--- src/common/modemPkg.sv ---
`default_nettype none

package modemPkg;

	localparam int SAMPLE_WIDTH = 8;
	// Two guard bits for the CORDIC gain of about 1.65
	localparam int STAGE_WIDTH = 10;
	// A full turn is 1024 units
	localparam int ANGLE_WIDTH = 10;
	// Quarter turn per bit on a 16 phase table
	localparam int SYMBOL_SAMPLES = 4;

	typedef logic signed [SAMPLE_WIDTH-1:0] sampleT;
	typedef logic signed [STAGE_WIDTH-1:0]  stageT;
	typedef logic [ANGLE_WIDTH-1:0]         angleT;
	typedef logic [3:0]                     nibbleT;

	typedef enum logic [1:0] {
		PROBE_OFF      = 2'd0,
		PROBE_TX_LEVEL = 2'd1,
		PROBE_RX_LEVEL = 2'd2,
		PROBE_ANGLE    = 2'd3
	} probeSelT;

	typedef enum logic {
		TX_IDLE   = 1'b0,
		TX_SYMBOL = 1'b1
	} txStateT;

	// Arctangent of 2**-k in angle units
	function automatic angleT cordicAtan(input int k);
		angleT atan;
		case (k)
			0:       atan = ANGLE_WIDTH'(128);
			1:       atan = ANGLE_WIDTH'(76);
			2:       atan = ANGLE_WIDTH'(40);
			3:       atan = ANGLE_WIDTH'(20);
			4:       atan = ANGLE_WIDTH'(10);
			5:       atan = ANGLE_WIDTH'(5);
			6:       atan = ANGLE_WIDTH'(3);
			7, 8:    atan = ANGLE_WIDTH'(1);
			default: atan = '0;
		endcase
		return atan;
	endfunction

endpackage

`default_nettype wire

--- src/design/txFifo.sv ---
`default_nettype none
`timescale 1ns/10ps

module txFifo #(
	parameter int FIFO_DEPTH = 8
) (
	input  wire                   inClock,
	input  wire                   i_arstN,
	input  wire                   i_txWrite,
	input  wire modemPkg::nibbleT i_txData,
	input  wire                   i_bitTaken,
	output logic                  o_bit,
	output logic                  o_bitEmpty,
	output logic                  o_writeError,
	output logic [3:0]            o_level
);
	import modemPkg::*;

	localparam int PTR_WIDTH = (FIFO_DEPTH > 1) ? $clog2(FIFO_DEPTH) : 1;
	localparam int CNT_WIDTH = $clog2(FIFO_DEPTH + 1);

	nibbleT               store [FIFO_DEPTH];
	logic [PTR_WIDTH-1:0] wrPtr;
	logic [PTR_WIDTH-1:0] rdPtr;
	logic [CNT_WIDTH-1:0] storeCount;
	logic                 storeFull;
	logic                 doWrite;
	logic                 doLoad;
	nibbleT               shifter;
	logic [1:0]           bitCount;
	logic                 shiftFull;

	assign storeFull = (storeCount == CNT_WIDTH'(FIFO_DEPTH));
	assign doWrite   = i_txWrite && !storeFull;
	// Refill when the shifter is idle or hands out its last bit
	assign doLoad    = (storeCount != '0) && (!shiftFull || (i_bitTaken && bitCount == 2'd3));

	always_ff @(posedge inClock) begin
		if (doWrite) begin
			store[wrPtr] <= i_txData;
		end
	end

	always_ff @(posedge inClock or negedge i_arstN) begin
		if (!i_arstN) begin
			wrPtr        <= '0;
			rdPtr        <= '0;
			storeCount   <= '0;
			o_writeError <= 1'b0;
		end else begin
			o_writeError <= i_txWrite && storeFull;
			if (doWrite) begin
				wrPtr <= (wrPtr == PTR_WIDTH'(FIFO_DEPTH - 1)) ? '0 : wrPtr + 1'b1;
			end
			if (doLoad) begin
				rdPtr <= (rdPtr == PTR_WIDTH'(FIFO_DEPTH - 1)) ? '0 : rdPtr + 1'b1;
			end
			storeCount <= storeCount + CNT_WIDTH'(doWrite) - CNT_WIDTH'(doLoad);
		end
	end

	////////////////////////////////////////////////////////////
	// Bit serializer, MSB first
	////////////////////////////////////////////////////////////
	always_ff @(posedge inClock or negedge i_arstN) begin
		if (!i_arstN) begin
			shifter   <= '0;
			bitCount  <= '0;
			shiftFull <= 1'b0;
		end else if (doLoad) begin
			shifter   <= store[rdPtr];
			bitCount  <= '0;
			shiftFull <= 1'b1;
		end else if (i_bitTaken) begin
			shifter  <= {shifter[2:0], 1'b0};
			bitCount <= bitCount + 1'b1;
			if (bitCount == 2'd3) begin
				shiftFull <= 1'b0;
			end
		end
	end

	assign o_bit      = shifter[3];
	assign o_bitEmpty = !shiftFull;
	assign o_level    = 4'(storeCount) + 4'(shiftFull);

endmodule

`default_nettype wire

--- src/design/mskModulator.sv ---
`default_nettype none
`timescale 1ns/10ps

module mskModulator #(
	parameter int SAMPLE_DIV = 4
) (
	input  wire              inClock,
	input  wire              i_arstN,
	input  wire              i_bit,
	input  wire              i_bitEmpty,
	output logic             o_bitTaken,
	output logic             o_sampleValid,
	output modemPkg::sampleT o_sampleI,
	output modemPkg::sampleT o_sampleQ,
	output logic             o_symbolLast
);
	import modemPkg::*;

	localparam int DIV_WIDTH = (SAMPLE_DIV > 1) ? $clog2(SAMPLE_DIV) : 1;
	localparam int SYM_WIDTH = $clog2(SYMBOL_SAMPLES);

	// One turn of sine, amplitude 100
	localparam sampleT SINE [16] = '{0, 38, 71, 92, 100, 92, 71, 38,
		0, -38, -71, -92, -100, -92, -71, -38};

	txStateT              state;
	logic [DIV_WIDTH-1:0] divCount;
	logic [SYM_WIDTH-1:0] sampleCount;
	logic                 curBit;
	logic [3:0]           phase;
	logic [3:0]           nextPhase;
	logic [3:0]           cosIdx;
	logic                 sampleTick;
	logic                 symbolEnd;

	assign sampleTick = (state == TX_SYMBOL) && (divCount == DIV_WIDTH'(SAMPLE_DIV - 1));
	assign symbolEnd  = sampleTick && (sampleCount == SYM_WIDTH'(SYMBOL_SAMPLES - 1));
	assign o_bitTaken = !i_bitEmpty && ((state == TX_IDLE) || symbolEnd);
	// Plus a sixteenth turn for a one, minus for a zero
	assign nextPhase  = curBit ? phase + 4'd1 : phase - 4'd1;
	assign cosIdx     = nextPhase + 4'd4;

	always_ff @(posedge inClock or negedge i_arstN) begin
		if (!i_arstN) begin
			state         <= TX_IDLE;
			divCount      <= '0;
			sampleCount   <= '0;
			curBit        <= 1'b0;
			phase         <= '0;
			o_sampleValid <= 1'b0;
			o_symbolLast  <= 1'b0;
		end else begin
			o_sampleValid <= sampleTick;
			o_symbolLast  <= symbolEnd;
			if (o_bitTaken) begin
				curBit <= i_bit;
			end
			if (state == TX_IDLE) begin
				divCount    <= '0;
				sampleCount <= '0;
				if (o_bitTaken) begin
					state <= TX_SYMBOL;
				end
			end else if (sampleTick) begin
				divCount    <= '0;
				sampleCount <= symbolEnd ? '0 : sampleCount + 1'b1;
				phase       <= nextPhase;
				// No bit waiting at the boundary
				if (symbolEnd && !o_bitTaken) begin
					state <= TX_IDLE;
				end
			end else begin
				divCount <= divCount + 1'b1;
			end
		end
	end

	always_ff @(posedge inClock) begin
		if (sampleTick) begin
			o_sampleI <= SINE[cosIdx];
			o_sampleQ <= SINE[nextPhase];
		end
	end

endmodule

`default_nettype wire

--- src/cordic/cordicPrep.sv ---
`default_nettype none
`timescale 1ns/10ps

module cordicPrep (
	input  wire                   inClock,
	input  wire                   i_arstN,
	input  wire                   i_valid,
	input  wire                   i_last,
	input  wire modemPkg::sampleT i_sampleI,
	input  wire modemPkg::sampleT i_sampleQ,
	output logic                  o_valid,
	output logic                  o_last,
	output modemPkg::stageT       o_I,
	output modemPkg::stageT       o_Q,
	output modemPkg::angleT       o_angle
);
	import modemPkg::*;

	localparam angleT QUARTER_TURN = ANGLE_WIDTH'(1 << (ANGLE_WIDTH - 2));

	stageT extI;
	stageT extQ;

	assign extI = i_sampleI;
	assign extQ = i_sampleQ;

	always_ff @(posedge inClock or negedge i_arstN) begin
		if (!i_arstN) begin
			o_valid <= 1'b0;
			o_last  <= 1'b0;
		end else begin
			o_valid <= i_valid;
			o_last  <= i_last;
		end
	end

	always_ff @(posedge inClock) begin
		if (i_valid) begin
			if (!extI[STAGE_WIDTH-1]) begin
				o_I     <= extI;
				o_Q     <= extQ;
				o_angle <= '0;
			end else if (!extQ[STAGE_WIDTH-1]) begin
				// Second quadrant, turn clockwise by a quarter
				o_I     <= extQ;
				o_Q     <= -extI;
				o_angle <= QUARTER_TURN;
			end else begin
				// Third quadrant, turn counterclockwise
				o_I     <= -extQ;
				o_Q     <= extI;
				o_angle <= -QUARTER_TURN;
			end
		end
	end

endmodule

`default_nettype wire

--- src/cordic/cordicStage.sv ---
`default_nettype none
`timescale 1ns/10ps

module cordicStage #(
	parameter int STAGE = 0
) (
	input  wire                   inClock,
	input  wire                   i_arstN,
	input  wire                   i_valid,
	input  wire                   i_last,
	input  wire modemPkg::stageT  i_I,
	input  wire modemPkg::stageT  i_Q,
	input  wire modemPkg::angleT  i_angle,
	output logic                  o_valid,
	output logic                  o_last,
	output modemPkg::stageT       o_I,
	output modemPkg::stageT       o_Q,
	output modemPkg::angleT       o_angle
);
	import modemPkg::*;

	localparam angleT ATAN = cordicAtan(STAGE);

	stageT shiftI;
	stageT shiftQ;

	assign shiftI = i_I >>> STAGE;
	assign shiftQ = i_Q >>> STAGE;

	always_ff @(posedge inClock or negedge i_arstN) begin
		if (!i_arstN) begin
			o_valid <= 1'b0;
			o_last  <= 1'b0;
		end else begin
			o_valid <= i_valid;
			o_last  <= i_last;
		end
	end

	always_ff @(posedge inClock) begin
		if (i_valid) begin
			if (!i_Q[STAGE_WIDTH-1]) begin
				// Above the axis, rotate clockwise
				o_I     <= i_I + shiftQ;
				o_Q     <= i_Q - shiftI;
				o_angle <= i_angle + ATAN;
			end else begin
				o_I     <= i_I - shiftQ;
				o_Q     <= i_Q + shiftI;
				o_angle <= i_angle - ATAN;
			end
		end
	end

endmodule

`default_nettype wire

--- src/design/bitSlicer.sv ---
`default_nettype none
`timescale 1ns/10ps

module bitSlicer (
	input  wire                  inClock,
	input  wire                  i_arstN,
	input  wire                  i_valid,
	input  wire                  i_last,
	input  wire modemPkg::angleT i_angle,
	output logic                 o_bitStrobe,
	output logic                 o_bit,
	output modemPkg::angleT      o_angle
);
	import modemPkg::*;

	// Room for a full symbol of worst case steps plus sign
	localparam int ACC_WIDTH = ANGLE_WIDTH + $clog2(SYMBOL_SAMPLES) + 1;

	angleT                         prevAngle;
	logic signed [ANGLE_WIDTH-1:0] step;
	logic signed [ACC_WIDTH-1:0]   stepSum;
	logic signed [ACC_WIDTH-1:0]   accNext;
	logic                          sumPositive;

	// Wrapped difference taken as a signed step
	assign step        = signed'(i_angle - prevAngle);
	assign accNext     = stepSum + step;
	assign sumPositive = !accNext[ACC_WIDTH-1] && (accNext != '0);

	always_ff @(posedge inClock or negedge i_arstN) begin
		if (!i_arstN) begin
			prevAngle   <= '0;
			stepSum     <= '0;
			o_bitStrobe <= 1'b0;
			o_bit       <= 1'b0;
		end else begin
			o_bitStrobe <= i_valid && i_last;
			if (i_valid) begin
				prevAngle <= i_angle;
				if (i_last) begin
					// Net rotation over the symbol decides the bit
					o_bit   <= sumPositive;
					stepSum <= '0;
				end else begin
					stepSum <= accNext;
				end
			end
		end
	end

	assign o_angle = prevAngle;

endmodule

`default_nettype wire

--- src/design/rxFifo.sv ---
`default_nettype none
`timescale 1ns/10ps

module rxFifo #(
	parameter int FIFO_DEPTH = 8
) (
	input  wire              inClock,
	input  wire              i_arstN,
	input  wire              i_bitStrobe,
	input  wire              i_bit,
	input  wire              i_rxRead,
	output logic             o_rxValid,
	output modemPkg::nibbleT o_rxData,
	output logic             o_readError,
	output logic             o_overflow,
	output logic [3:0]       o_level
);
	import modemPkg::*;

	localparam int PTR_WIDTH = (FIFO_DEPTH > 1) ? $clog2(FIFO_DEPTH) : 1;
	localparam int CNT_WIDTH = $clog2(FIFO_DEPTH + 1);

	logic [2:0]           packReg;
	logic [1:0]           packCount;
	nibbleT               newNibble;
	logic                 nibbleDone;
	nibbleT               store [FIFO_DEPTH];
	logic [PTR_WIDTH-1:0] wrPtr;
	logic [PTR_WIDTH-1:0] rdPtr;
	logic [CNT_WIDTH-1:0] count;
	logic                 storeFull;
	logic                 storeEmpty;
	logic                 doWrite;
	logic                 doRead;

	////////////////////////////////////////////////////////////
	// Bit packer, MSB arrives first
	////////////////////////////////////////////////////////////
	assign newNibble  = {packReg, i_bit};
	assign nibbleDone = i_bitStrobe && (packCount == 2'd3);

	always_ff @(posedge inClock or negedge i_arstN) begin
		if (!i_arstN) begin
			packReg   <= '0;
			packCount <= '0;
		end else if (i_bitStrobe) begin
			packReg   <= {packReg[1:0], i_bit};
			packCount <= packCount + 1'b1;
		end
	end

	assign storeFull  = (count == CNT_WIDTH'(FIFO_DEPTH));
	assign storeEmpty = (count == '0);
	assign doWrite    = nibbleDone && !storeFull;
	assign doRead     = i_rxRead && !storeEmpty;

	always_ff @(posedge inClock) begin
		if (doWrite) begin
			store[wrPtr] <= newNibble;
		end
	end

	always_ff @(posedge inClock or negedge i_arstN) begin
		if (!i_arstN) begin
			wrPtr       <= '0;
			rdPtr       <= '0;
			count       <= '0;
			o_overflow  <= 1'b0;
			o_rxValid   <= 1'b0;
			o_readError <= 1'b0;
		end else begin
			o_overflow  <= nibbleDone && storeFull;
			o_rxValid   <= doRead;
			o_readError <= i_rxRead && storeEmpty;
			if (doWrite) begin
				wrPtr <= (wrPtr == PTR_WIDTH'(FIFO_DEPTH - 1)) ? '0 : wrPtr + 1'b1;
			end
			if (doRead) begin
				rdPtr <= (rdPtr == PTR_WIDTH'(FIFO_DEPTH - 1)) ? '0 : rdPtr + 1'b1;
			end
			count <= count + CNT_WIDTH'(doWrite) - CNT_WIDTH'(doRead);
		end
	end

	// Read data register
	always_ff @(posedge inClock) begin
		if (doRead) begin
			o_rxData <= store[rdPtr];
		end
	end

	assign o_level = 4'(count);

endmodule

`default_nettype wire

--- src/design/modemTop.sv ---
`default_nettype none
`timescale 1ns/10ps

module modemTop #(
	parameter int FIFO_DEPTH = 8,
	parameter int SAMPLE_DIV = 4,
	parameter int ITERATIONS = 7
) (
	input  wire                    inClock,
	input  wire                    i_arstN,
	input  wire                    i_txWrite,
	input  wire modemPkg::nibbleT  i_txData,
	input  wire                    i_rxRead,
	input  var modemPkg::probeSelT i_probeSel,
	output logic                   o_writeError,
	output logic                   o_rxValid,
	output modemPkg::nibbleT       o_rxData,
	output logic                   o_readError,
	output logic [7:0]             o_probe
);
	import modemPkg::*;

	logic       txBit;
	logic       txBitEmpty;
	logic       txBitTaken;
	logic [3:0] txLevel;
	logic       sampleValid;
	logic       symbolLast;
	sampleT     sampleI;
	sampleT     sampleQ;
	logic       chainValid [ITERATIONS+1];
	logic       chainLast  [ITERATIONS+1];
	stageT      chainI     [ITERATIONS+1];
	stageT      chainQ     [ITERATIONS+1];
	angleT      chainAngle [ITERATIONS+1];
	logic       sliceStrobe;
	logic       sliceBit;
	angleT      sliceAngle;
	logic [3:0] rxLevel;
	logic       rxOverflow;
	logic       rxOverflowCount;

	////////////////////////////////////////////////////////////
	// Transmit side
	////////////////////////////////////////////////////////////
	txFifo #(.FIFO_DEPTH(FIFO_DEPTH)) u_txFifo (
		.inClock      (inClock),
		.i_arstN      (i_arstN),
		.i_txWrite    (i_txWrite),
		.i_txData     (i_txData),
		.i_bitTaken   (txBitTaken),
		.o_bit        (txBit),
		.o_bitEmpty   (txBitEmpty),
		.o_writeError (o_writeError),
		.o_level      (txLevel)
	);

	mskModulator #(.SAMPLE_DIV(SAMPLE_DIV)) u_modulator (
		.inClock       (inClock),
		.i_arstN       (i_arstN),
		.i_bit         (txBit),
		.i_bitEmpty    (txBitEmpty),
		.o_bitTaken    (txBitTaken),
		.o_sampleValid (sampleValid),
		.o_sampleI     (sampleI),
		.o_sampleQ     (sampleQ),
		.o_symbolLast  (symbolLast)
	);

	////////////////////////////////////////////////////////////
	// CORDIC phase detector
	////////////////////////////////////////////////////////////
	cordicPrep u_cordicPrep (
		.inClock   (inClock),
		.i_arstN   (i_arstN),
		.i_valid   (sampleValid),
		.i_last    (symbolLast),
		.i_sampleI (sampleI),
		.i_sampleQ (sampleQ),
		.o_valid   (chainValid[0]),
		.o_last    (chainLast[0]),
		.o_I       (chainI[0]),
		.o_Q       (chainQ[0]),
		.o_angle   (chainAngle[0])
	);

	for (genvar k = 0; k < ITERATIONS; k++) begin : g_stage
		cordicStage #(.STAGE(k)) u_stage (
			.inClock (inClock),
			.i_arstN (i_arstN),
			.i_valid (chainValid[k]),
			.i_last  (chainLast[k]),
			.i_I     (chainI[k]),
			.i_Q     (chainQ[k]),
			.i_angle (chainAngle[k]),
			.o_valid (chainValid[k+1]),
			.o_last  (chainLast[k+1]),
			.o_I     (chainI[k+1]),
			.o_Q     (chainQ[k+1]),
			.o_angle (chainAngle[k+1])
		);
	end

	////////////////////////////////////////////////////////////
	// Receive side
	////////////////////////////////////////////////////////////
	bitSlicer u_bitSlicer (
		.inClock     (inClock),
		.i_arstN     (i_arstN),
		.i_valid     (chainValid[ITERATIONS]),
		.i_last      (chainLast[ITERATIONS]),
		.i_angle     (chainAngle[ITERATIONS]),
		.o_bitStrobe (sliceStrobe),
		.o_bit       (sliceBit),
		.o_angle     (sliceAngle)
	);

	rxFifo #(.FIFO_DEPTH(FIFO_DEPTH)) u_rxFifo (
		.inClock     (inClock),
		.i_arstN     (i_arstN),
		.i_bitStrobe (sliceStrobe),
		.i_bit       (sliceBit),
		.i_rxRead    (i_rxRead),
		.o_rxValid   (o_rxValid),
		.o_rxData    (o_rxData),
		.o_readError (o_readError),
		.o_overflow  (rxOverflow),
		.o_level     (rxLevel)
	);

	// Each dropped rx nibble flips bit 7 of the rx level probe
	always_ff @(posedge inClock or negedge i_arstN) begin
		if (!i_arstN) begin
			rxOverflowCount <= 1'b0;
		end else if (rxOverflow) begin
			rxOverflowCount <= !rxOverflowCount;
		end
	end

	// Observation mux
	always_comb begin
		case (i_probeSel)
			PROBE_TX_LEVEL: o_probe = {4'b0, txLevel};
			PROBE_RX_LEVEL: o_probe = {rxOverflowCount, 3'b0, rxLevel};
			PROBE_ANGLE:    o_probe = sliceAngle[ANGLE_WIDTH-1 -: 8];
			default:        o_probe = '0;
		endcase
	end

endmodule

`default_nettype wire

--- config.mk ---
export PLATFORM = sky130hd
export DESIGN_NAME = modemTop
export DESIGN_NICKNAME = d
export VERILOG_FILES = /design/src/common/modemPkg.sv /design/src/design/txFifo.sv /design/src/design/mskModulator.sv /design/src/cordic/cordicPrep.sv /design/src/cordic/cordicStage.sv /design/src/design/bitSlicer.sv /design/src/design/rxFifo.sv /design/src/design/modemTop.sv
export SDC_FILE = /design/constraint.sdc
export NUM_CORES = 1
export LEC_CHECK = 0
export ABC_AREA = 1
export BUFFER_PORTS_ARGS = -buffer_cell sky130_fd_sc_hd__buf_2
export CAP_MARGIN = 25
export CORE_MARGIN = 5
export CORE_UTILIZATION = 58
export CTS_CLUSTER_SIZE = 10
export DETAILED_ROUTE_END_ITERATION = 12
export GPL_ROUTABILITY_DRIVEN = 0
export PLACE_DENSITY = 0.75
export SETUP_SLACK_MARGIN = 0.2
export SLEW_MARGIN = 5
export SYNTH_ARGS = -nofsm -noshare
export SYNTH_HDL_FRONTEND = slang
export SYNTH_SLANG_ARGS = --single-unit
--- constraint.sdc ---
create_clock -name inClock -period 2.8 [get_ports inClock]
set_clock_uncertainty 0.05 [all_clocks]
set_input_delay 0 -clock inClock [delete_from_list [all_inputs] [get_ports inClock]]
set_output_delay 0 -clock inClock [all_outputs]
set_load 0.01 [all_outputs]
==> impl_metrics.csv, run 1 <==
group,metric,value,unit
outcome,outcome,"finished, violations left",
outcome,violations,"setup timing",
power_and_ir_drop,switching_share,0.368,
logic_synthesis,yosysUniqueCellTypes,57,
logic_synthesis,ys_top_cells_by_count,"nand2_1 (355), inv_1 (286), edfxtp_1 (241), ha_1 (203), nor2_1 (201)",
floorplan,die_w,198,um
global_route,grt_pass1_wl,69.2,mm
logic_synthesis,synth-xor-area-share,0.0772,
sta,tightestPinTransition,0.950,ns
clocking,cts-root-buf,"clkbuf_16",
global_route,antenna_found_initial,1,
logic_synthesis,synth_top_family_by_area,"simple AND/OR/NAND/NOR gates",
sta,finalCritPeriodShare,1.03,
critical_path,r2r_setup_slack,-0.08,ns
detailed_routing,drt_iter0_drc,1034,
clocking,clk-insertion-delay-late,0.53,ns
finish,diodes,0,
power_and_ir_drop,p_seq_frac,0.342,
logic_synthesis,synth-async-reset-ratio,0.267,
logic_synthesis,synth_compound_area_frac,0.109,
detailed_routing,viasPerCell,5.53,
global_route,grt_use_total,0.209,
detailed_routing,num_vias,15200,
sta,drv_slew,0,
critical_path,criticalPathCategory,"flip-flop to flip-flop",
power_and_ir_drop,p_switching,0.00689,W
clocking,clockBufferDepth,3,
global_route,grt_max_degree,75,
critical_path,crit_path_end_kind,"flip-flop",
finish,fin_cells,2753,
placement,dp.cells,2638,
power_and_ir_drop,p_leak,10.4,nW
floorplan,die_area,39100,um2
critical_path,crit_required,3.16,ns
sta,setup_viol,3,
clocking,clock_sinks,329,
floorplan,io_pins,25,
placement,place_ws,-0.0431,ns
logic_synthesis,synth-simple-area-share,0.146,
critical_path,crit_arrival,3.24,ns
floorplan,die_h,198,um
clocking,h-tree-depth,2,
clocking,cts.clk_slew.worst_paths,0.05,ns
logic_synthesis,synth-edff-count,241,
logic_synthesis,ys_ff_latch,329,
power_and_ir_drop,combPwrFrac,0.407,
critical_path,rr_startpoint,"g_stage[6].u_stage.o_angle[3]",
finish,syn_to_final_growth,14.4,%
power_and_ir_drop,p_int,0.0118,W
global_route,grt-ovfl-total,0,
detailed_routing,ant_nets,0,
logic_synthesis,synth_mux_area_frac,0.00110,
finish,final_nets,2499,
placement,dpl.hpwl,29.9,mm
finish,drive_gt1_frac,0.130,
clocking,cts_tree,"built",
sta,fmaxAchievable,0.347,GHz
critical_path,cp_max_fo,5,
logic_synthesis,syn_avg_cell_area,9.43,um2
worst_hold_path,holdPathEnd,"u_txFifo.o_writeError",
worst_hold_path,hp-start,"i_txWrite",
power_and_ir_drop,ir_drop,0.658,mV
detailed_routing,wl,42.2,mm
logic_synthesis,synth_area_leaders,"edfxtp_1 (35%), ha_1 (12%), dfrtp_1 (11%), nand2_1 (6.5%), xor2_1 (5.7%)",
worst_hold_path,hold_path.class,"input pin to flip-flop",
sta,fin_ws,-0.0808,ns
clocking,numCtsBuffers,40,
logic_synthesis,synth_top_area_share,0.354,
logic_synthesis,yosys_warnings,0,
logic_synthesis,yosysMostFrequentCell,"nand2_1",
critical_path,reg2reg_depth,14,
floorplan,fp.coreArea,34600,um2
job,maxCapViolCount,0,
sta,grt_setup_unrepaired,"yes",
power_and_ir_drop,power_density,800,nW/um2
placement,portBuffers,24,
global_route,grt_pass1_vias,15200,
power_and_ir_drop,p_clk_frac,0.251,
logic_synthesis,yosysSeqAreaShare,0.462,
detailed_routing,routedWlPerCell,15.3,um
detailed_routing,first_pass_iters,6,
sta,hold_viol,0,
logic_synthesis,synth.largest_area_cell,"edfxtp_1",
critical_path,start_kind,"flip-flop",
critical_path,rr_endpoint,"u_bitSlicer.stepSum[11]",
sta,finalWorstPathRequiredPeriod,2.88,ns
floorplan,num_rows,68,
logic_synthesis,synthAdderAreaFrac,0.142,
worst_hold_path,holdPathStages,4,
detailed_routing,drcViolationCount,0,
sta,relSlewSlack,0.367,
floorplan,start_util,0.590,
logic_synthesis,synthFlopType,"edfxtp_1",
logic_synthesis,mappedNetlistArea,20400,um2
logic_synthesis,synthCells,2166,
==> worst max path at each step <==
| stage | startpoint | end | slack, ns | cells after the start |
|---|---|---|---|---|
| final | g_stage[6].u_stage.o_angle[3] | u_bitSlicer.stepSum[11] | -0.08 | 14 |
| after global routing | g_stage[6].u_stage.o_angle[3] | u_bitSlicer.o_bit | -0.24 | 16 |
| after CTS | g_stage[6].u_stage.o_angle[3] | u_bitSlicer.o_bit | 0.03 | 18 |
| after detailed placement | g_stage[6].u_stage.o_angle[2] | u_bitSlicer.o_bit | -0.04 | 19 |
| after global placement | g_stage[6].u_stage.o_angle[2] | u_bitSlicer.o_bit | -0.003 | 20 |
| after floorplan | g_stage[6].u_stage.o_angle[2] | u_bitSlicer.o_bit | 0.21 | 18 |
==> sequential cells by signal, summed over array words and instances (netlist names), 10 cells and up <==
register	count
u_bitSlicer.stepSum	12
g_stage.u_stage.o_I	44
u_txFifo.store	32
g_stage.u_stage.o_angle	45
u_cordicPrep.o_Q	10
g_stage.u_stage.o_Q	50
u_rxFifo.store	32
==> critical path, stage by stage, from the launching register on <==
cell and delay (ns):
edfxtp_1 0.43, ha_4 0.31, a21oi_4 0.18, o21ai_4 0.10, a211oi_2 0.23, xor2_1 0.19
ha_2 0.34, inv_1 0.11, o21ai_2 0.08, a21oi_2 0.18, nand3_1 0.11, nand2_1 0.10
nand2_2 0.06, buf_4 0.13, a22o_1 0.17
==> power by group through the flow <==
stage / logic (W) / clock network [W] / registers [W]
final: 0.00760 / 0.00470 / 0.00639
after floorplan: 0.00437 / 0 / 0.00630
after CTS: 0.00627 / 0.00480 / 0.00637
after global placement: 0.00549 / 0 / 0.00643
after detailed placement: 0.00570 / 0 / 0.00645
after global routing: 0.00838 / 0.00502 / 0.00646
==> layout by cell type, fill, tap and decap left out, types with 8 or more instances in the layout <==
| cell type | Yosys | layout |
|---|---|---|
| xor2_1 | 133 | 132 |
| a21o_1 | 12 | 12 |
| nor2_2 | 0 | 11 |
| edfxtp_1 | 241 | 241 |
| buf_2 | 11 | 23 |
| dlygate4sd3_1 | 0 | 8 |
| ha_1 | 203 | 180 |
| o31ai_1 | 8 | 8 |
| ha_2 | 0 | 9 |
| nand2_1 | 355 | 326 |
| o22ai_1 | 16 | 16 |
| fa_1 | 18 | 18 |
| nor3_1 | 26 | 19 |
| nor3_2 | 4 | 10 |
| buf_4 | 3 | 59 |
| inv_2 | 10 | 22 |
| nand2_2 | 5 | 29 |
| nand4_1 | 18 | 18 |
| o21ai_0 | 134 | 121 |
| a21oi_2 | 5 | 24 |
| clkbuf_16 | 0 | 41 |
| o211ai_1 | 14 | 14 |
| o21ai_1 | 13 | 18 |
| dfrtp_1 | 88 | 88 |
| nand3_1 | 82 | 76 |
| clkbuf_1 | 19 | 28 |
| nor2_1 | 201 | 187 |
| ha_4 | 0 | 14 |
| inv_1 | 286 | 273 |
| xnor2_1 | 47 | 45 |
| a21oi_1 | 137 | 116 |
==> cell families after synthesis <==
family | after synthesis
flip-flops | 329
AND/OR/NAND/NOR | 711
other | 1
multiplexers | 2
XOR/XNOR | 180
adder cells (fa/ha/maj) | 221
AO/OA/AOI/OAI | 386
buffers and inverters | 336
==> what timing repair did <==
action / 4_1_cts / 5_1_grt
hold buffers: 7 / 1
endpoints found under the hold margin: 119 / 23
pin swaps: 13 / 53
buffers inserted: 3 / 29
resized for setup: 29 / 126
endpoints found under the setup margin: 9 / 34
==> per-layer routing <==
metal	global-route usage	wire, um
met1	0.254	17200
met2	0.382	22000
met3	0.0311	1790
met4	0.0678	1200
met5	0	7
==> metrics by stage <==
stage	setup TNS (ns)	instance area [um2]	hold slack (ns)	utilization	total power (W)
after floorplan	0	20500	-0.346	-	0.0107
after global placement	-0.00263	21200	0.148	0.612	0.0119
after detailed placement	-0.0440	21200	0.155	0.612	0.0122
after CTS	0	22600	0.156	0.653	0.0174
after global routing	-0.641	23400	0.205	0.675	0.0199
final	-0.158	23400	0.207	0.675	0.0187
==> area by class of cell <==
type | count | area (um2)
Fill cell | 2571 | 11300
Multi-Input combinational cell | 1502 | 10300
Sequential cell | 329 | 9440
Clock buffer | 70 | 1140
Inverter | 302 | 1140
Timing Repair Buffer | 93 | 721
Tap cell | 455 | 569
Clock inverter | 2 | 35.0
(Power assumes the default switching activity.)
==> run 2, diff against run 1 <==
- TNS_END_PERCENT: default -> 20
==> impl_metrics.csv, run 2 (synthesis results as in run 1) <==
group,metric,value,unit
power_and_ir_drop,switching_share,0.355,
detailed_routing,wl_met1,17.4,mm
detailed_routing,ant_nets,0,
sta,setup_viol,0,
power_and_ir_drop,p_int,0.0116,W
critical_path,crit_arrival,3.16,ns
detailed_routing,drt_iter0_drc,1067,
worst_hold_path,hp-start,"i_txWrite",
floorplan,start_util,0.590,
critical_path,path_buf_inv,3,
detailed_routing,route.met2.wl,21.8,mm
placement,portBuffers,24,
power_and_ir_drop,power.total,0.0180,W
clocking,clk-insertion-delay-late,0.53,ns
critical_path,crit_family,"compound AO/OA/AOI/OAI gates",
clocking,numCtsBuffers,40,
outcome,outcome,"finished, final reports clean",
floorplan,num_rows,68,
floorplan,die_area,39100,um2
detailed_routing,drcViolationCount,0,
power_and_ir_drop,p_switching,0.00640,W
critical_path,slowest_stage,"edfxtp_1",
finish,regMostFlops,"g_stage.u_stage.o_Q",
sta,fmaxAchievable,0.360,GHz
global_route,grt_pass1_wl,69.4,mm
sta,finalCritPeriodShare,0.992,
critical_path,slowest_delay,0.43,ns
critical_path,crit_path_cell_trace,"ha_4 -> nand2_1 -> inv_1 -> nand2_2 -> nand3_2 -> a31oi_1 -> xor2_1 -> ha_1 -> nand2_1 -> inv_2 -> a21oi_2 -> nand2_2 -> a21oi_2 -> inv_1 -> nand3_2 -> nand2_2 -> o21ai_1",
critical_path,start_kind,"flip-flop",
detailed_routing,first_pass_iters,5,
clocking,cts_tree,"built",
power_and_ir_drop,p_leak,10.4,nW
power_and_ir_drop,p_clk_frac,0.265,
floorplan,io_pins,25,
sta,finalWorstPathRequiredPeriod,2.78,ns
detailed_routing,viasPerCell,5.49,
sta,grt_setup_unrepaired,"yes",
critical_path,criticalPathCategory,"flip-flop to flip-flop",
global_route,grt_max_degree,71,
finish,largest_reg_flops,50,
detailed_routing,routedWlPerCell,15.3,um
critical_path,crit_required,3.19,ns
finish,reg_top3,"g_stage.u_stage.o_Q: 50 flops, g_stage.u_stage.o_angle: 45 flops, g_stage.u_stage.o_I: 44 flops",
placement,dpl.hpwl,30.2,mm
critical_path,crit_path_end_kind,"flip-flop",
sta,hold_viol,0,
finish,multi_input_area,10300,um2
finish,layout_common_cells,"nand2_1 (333), inv_1 (270), edfxtp_1 (241)",
clocking,clockBufferDepth,3,
global_route,grt_use_total,0.211,
critical_path,rr_endpoint,"u_bitSlicer.stepSum[12]",
power_and_ir_drop,ir_drop,0.675,mV
sta,relSlewSlack,0.360,
critical_path,cp_max_fo,4,
sta,tightestPinTransition,0.960,ns
finish,syn_to_final_growth,13.9,%
power_and_ir_drop,power_density,774,nW/um2
detailed_routing,num_vias,15100,
clocking,clock_sinks,329,
clocking,cts-root-buf,"clkbuf_16",
placement,dp.cells,2641,
global_route,grt-ovfl-total,0,
placement,place_ws,-0.104,ns
finish,seq_area,9440,um2
worst_hold_path,holdPathEnd,"u_txFifo.o_writeError",
finish,diodes,0,
worst_hold_path,holdPathStages,4,
floorplan,fp.coreArea,34600,um2
global_route,grt_pass1_vias,15000,
power_and_ir_drop,combPwrFrac,0.380,
detailed_routing,dr.max_layer_used,"met4",
clocking,cts.clk_slew.worst_paths,0.06,ns
critical_path,cp_common_cell,"nand2_2",
sta,fin_ws,0.0216,ns
finish,final_common_cell,"nand2_1",
finish,final_nets,2491,
finish,fillers,2547,
detailed_routing,met3_length,1.59,mm
floorplan,die_w,198,um
global_route,antenna_found_initial,0,
sta,drv_slew,0,
detailed_routing,wl,41.8,mm
power_and_ir_drop,p_seq_frac,0.355,
floorplan,die_h,198,um
critical_path,rr_startpoint,"g_stage[6].u_stage.o_angle[3]",
critical_path,r2r_setup_slack,0.02,ns
clocking,h-tree-depth,2,
critical_path,reg2reg_depth,17,
finish,drive_gt1_frac,0.128,
worst_hold_path,hold_path.class,"input pin to flip-flop",
job,maxCapViolCount,0,
finish,fin_cells,2743,
run 2: cell count changes in the layout (fill, tap and decap cells not counted), sizes merged:
| cell | delta |
|---|---|
| bufinv | -1 |
| buf | -8 |
| clkbuf | -4 |
| clkinv | +2 |
| inv | +1 |
run 2: how the worst max path moves through the flow:
stage,startpoint,end,slack (ns),depth (start not counted)
floorplan,g_stage[6].u_stage.o_angle[2],u_bitSlicer.o_bit,0.14,18
global placement,g_stage[6].u_stage.o_angle[2],u_bitSlicer.o_bit,-0.03,18
detailed placement,g_stage[6].u_stage.o_angle[2],u_bitSlicer.o_bit,-0.10,19
CTS,g_stage[6].u_stage.o_angle[3],u_bitSlicer.o_bit,0.07,17
global route,g_stage[6].u_stage.o_angle[4],u_bitSlicer.o_bit,-0.17,19
finish,g_stage[6].u_stage.o_angle[3],u_bitSlicer.stepSum[12],0.02,17
run 2: what timing repair did:
item                                   in CTS  in global routing
setup endpoints to repair                   9                 35
hold buffers                                7                  1
pin swaps                                  17                 51
endpoints found under the hold margin     106                  6
setup buffers                               2                 20
resized for setup                          27                124
run 2: power by group through the flow:
stage / combinational, W / clock, W / sequential, W
final: 0.00685 / 0.00478 / 0.00640
after global routing: 0.00769 / 0.00511 / 0.00646
after CTS: 0.00608 / 0.00486 / 0.00639
after detailed placement: 0.00559 / 0 / 0.00646
after global placement: 0.00538 / 0 / 0.00643
after floorplan: 0.00434 / 0 / 0.00630
run 2: layout make-up:
cell class	instances	area share
multi-input cells	1502	0.441
flip-flops and latches	329	0.405
clock buffers	66	0.0507
inverters	302	0.0490
repair buffers	85	0.0277
well taps	455	0.0245
clock inverters	4	0.00145
run 2: routing by layer:
metal / global-route usage / up-vias
li1: - / 7499
met1: 0.262 / 7109
met2: 0.382 / 354
met3: 0.0279 / 99
met4: 0.0663 / 0
met5: 0 / -
run 2: stage by stage:
stage	TNS, ns	area (um2)	hold slack (ns)	util
after global placement	-0.0349	21200	0.141	0.612
after floorplan	0	20400	-0.346	-
after CTS	0	22600	0.135	0.654
after detailed placement	-0.191	21200	0.148	0.612
after global routing	-0.386	23300	0.189	0.672
final	0	23300	0.188	0.672
run 2: worst register-to-register path, cell delays in order (launching register included):
cell	delay (ns)
edfxtp_1	0.43
ha_4	0.29
nand2_1	0.07
inv_1	0.06
nand2_2	0.07
nand3_2	0.12
a31oi_1	0.23
xor2_1	0.18
ha_1	0.30
nand2_1	0.12
inv_2	0.06
a21oi_2	0.15
nand2_2	0.07
a21oi_2	0.16
inv_1	0.07
nand3_2	0.06
nand2_2	0.06
o21ai_1	0.15
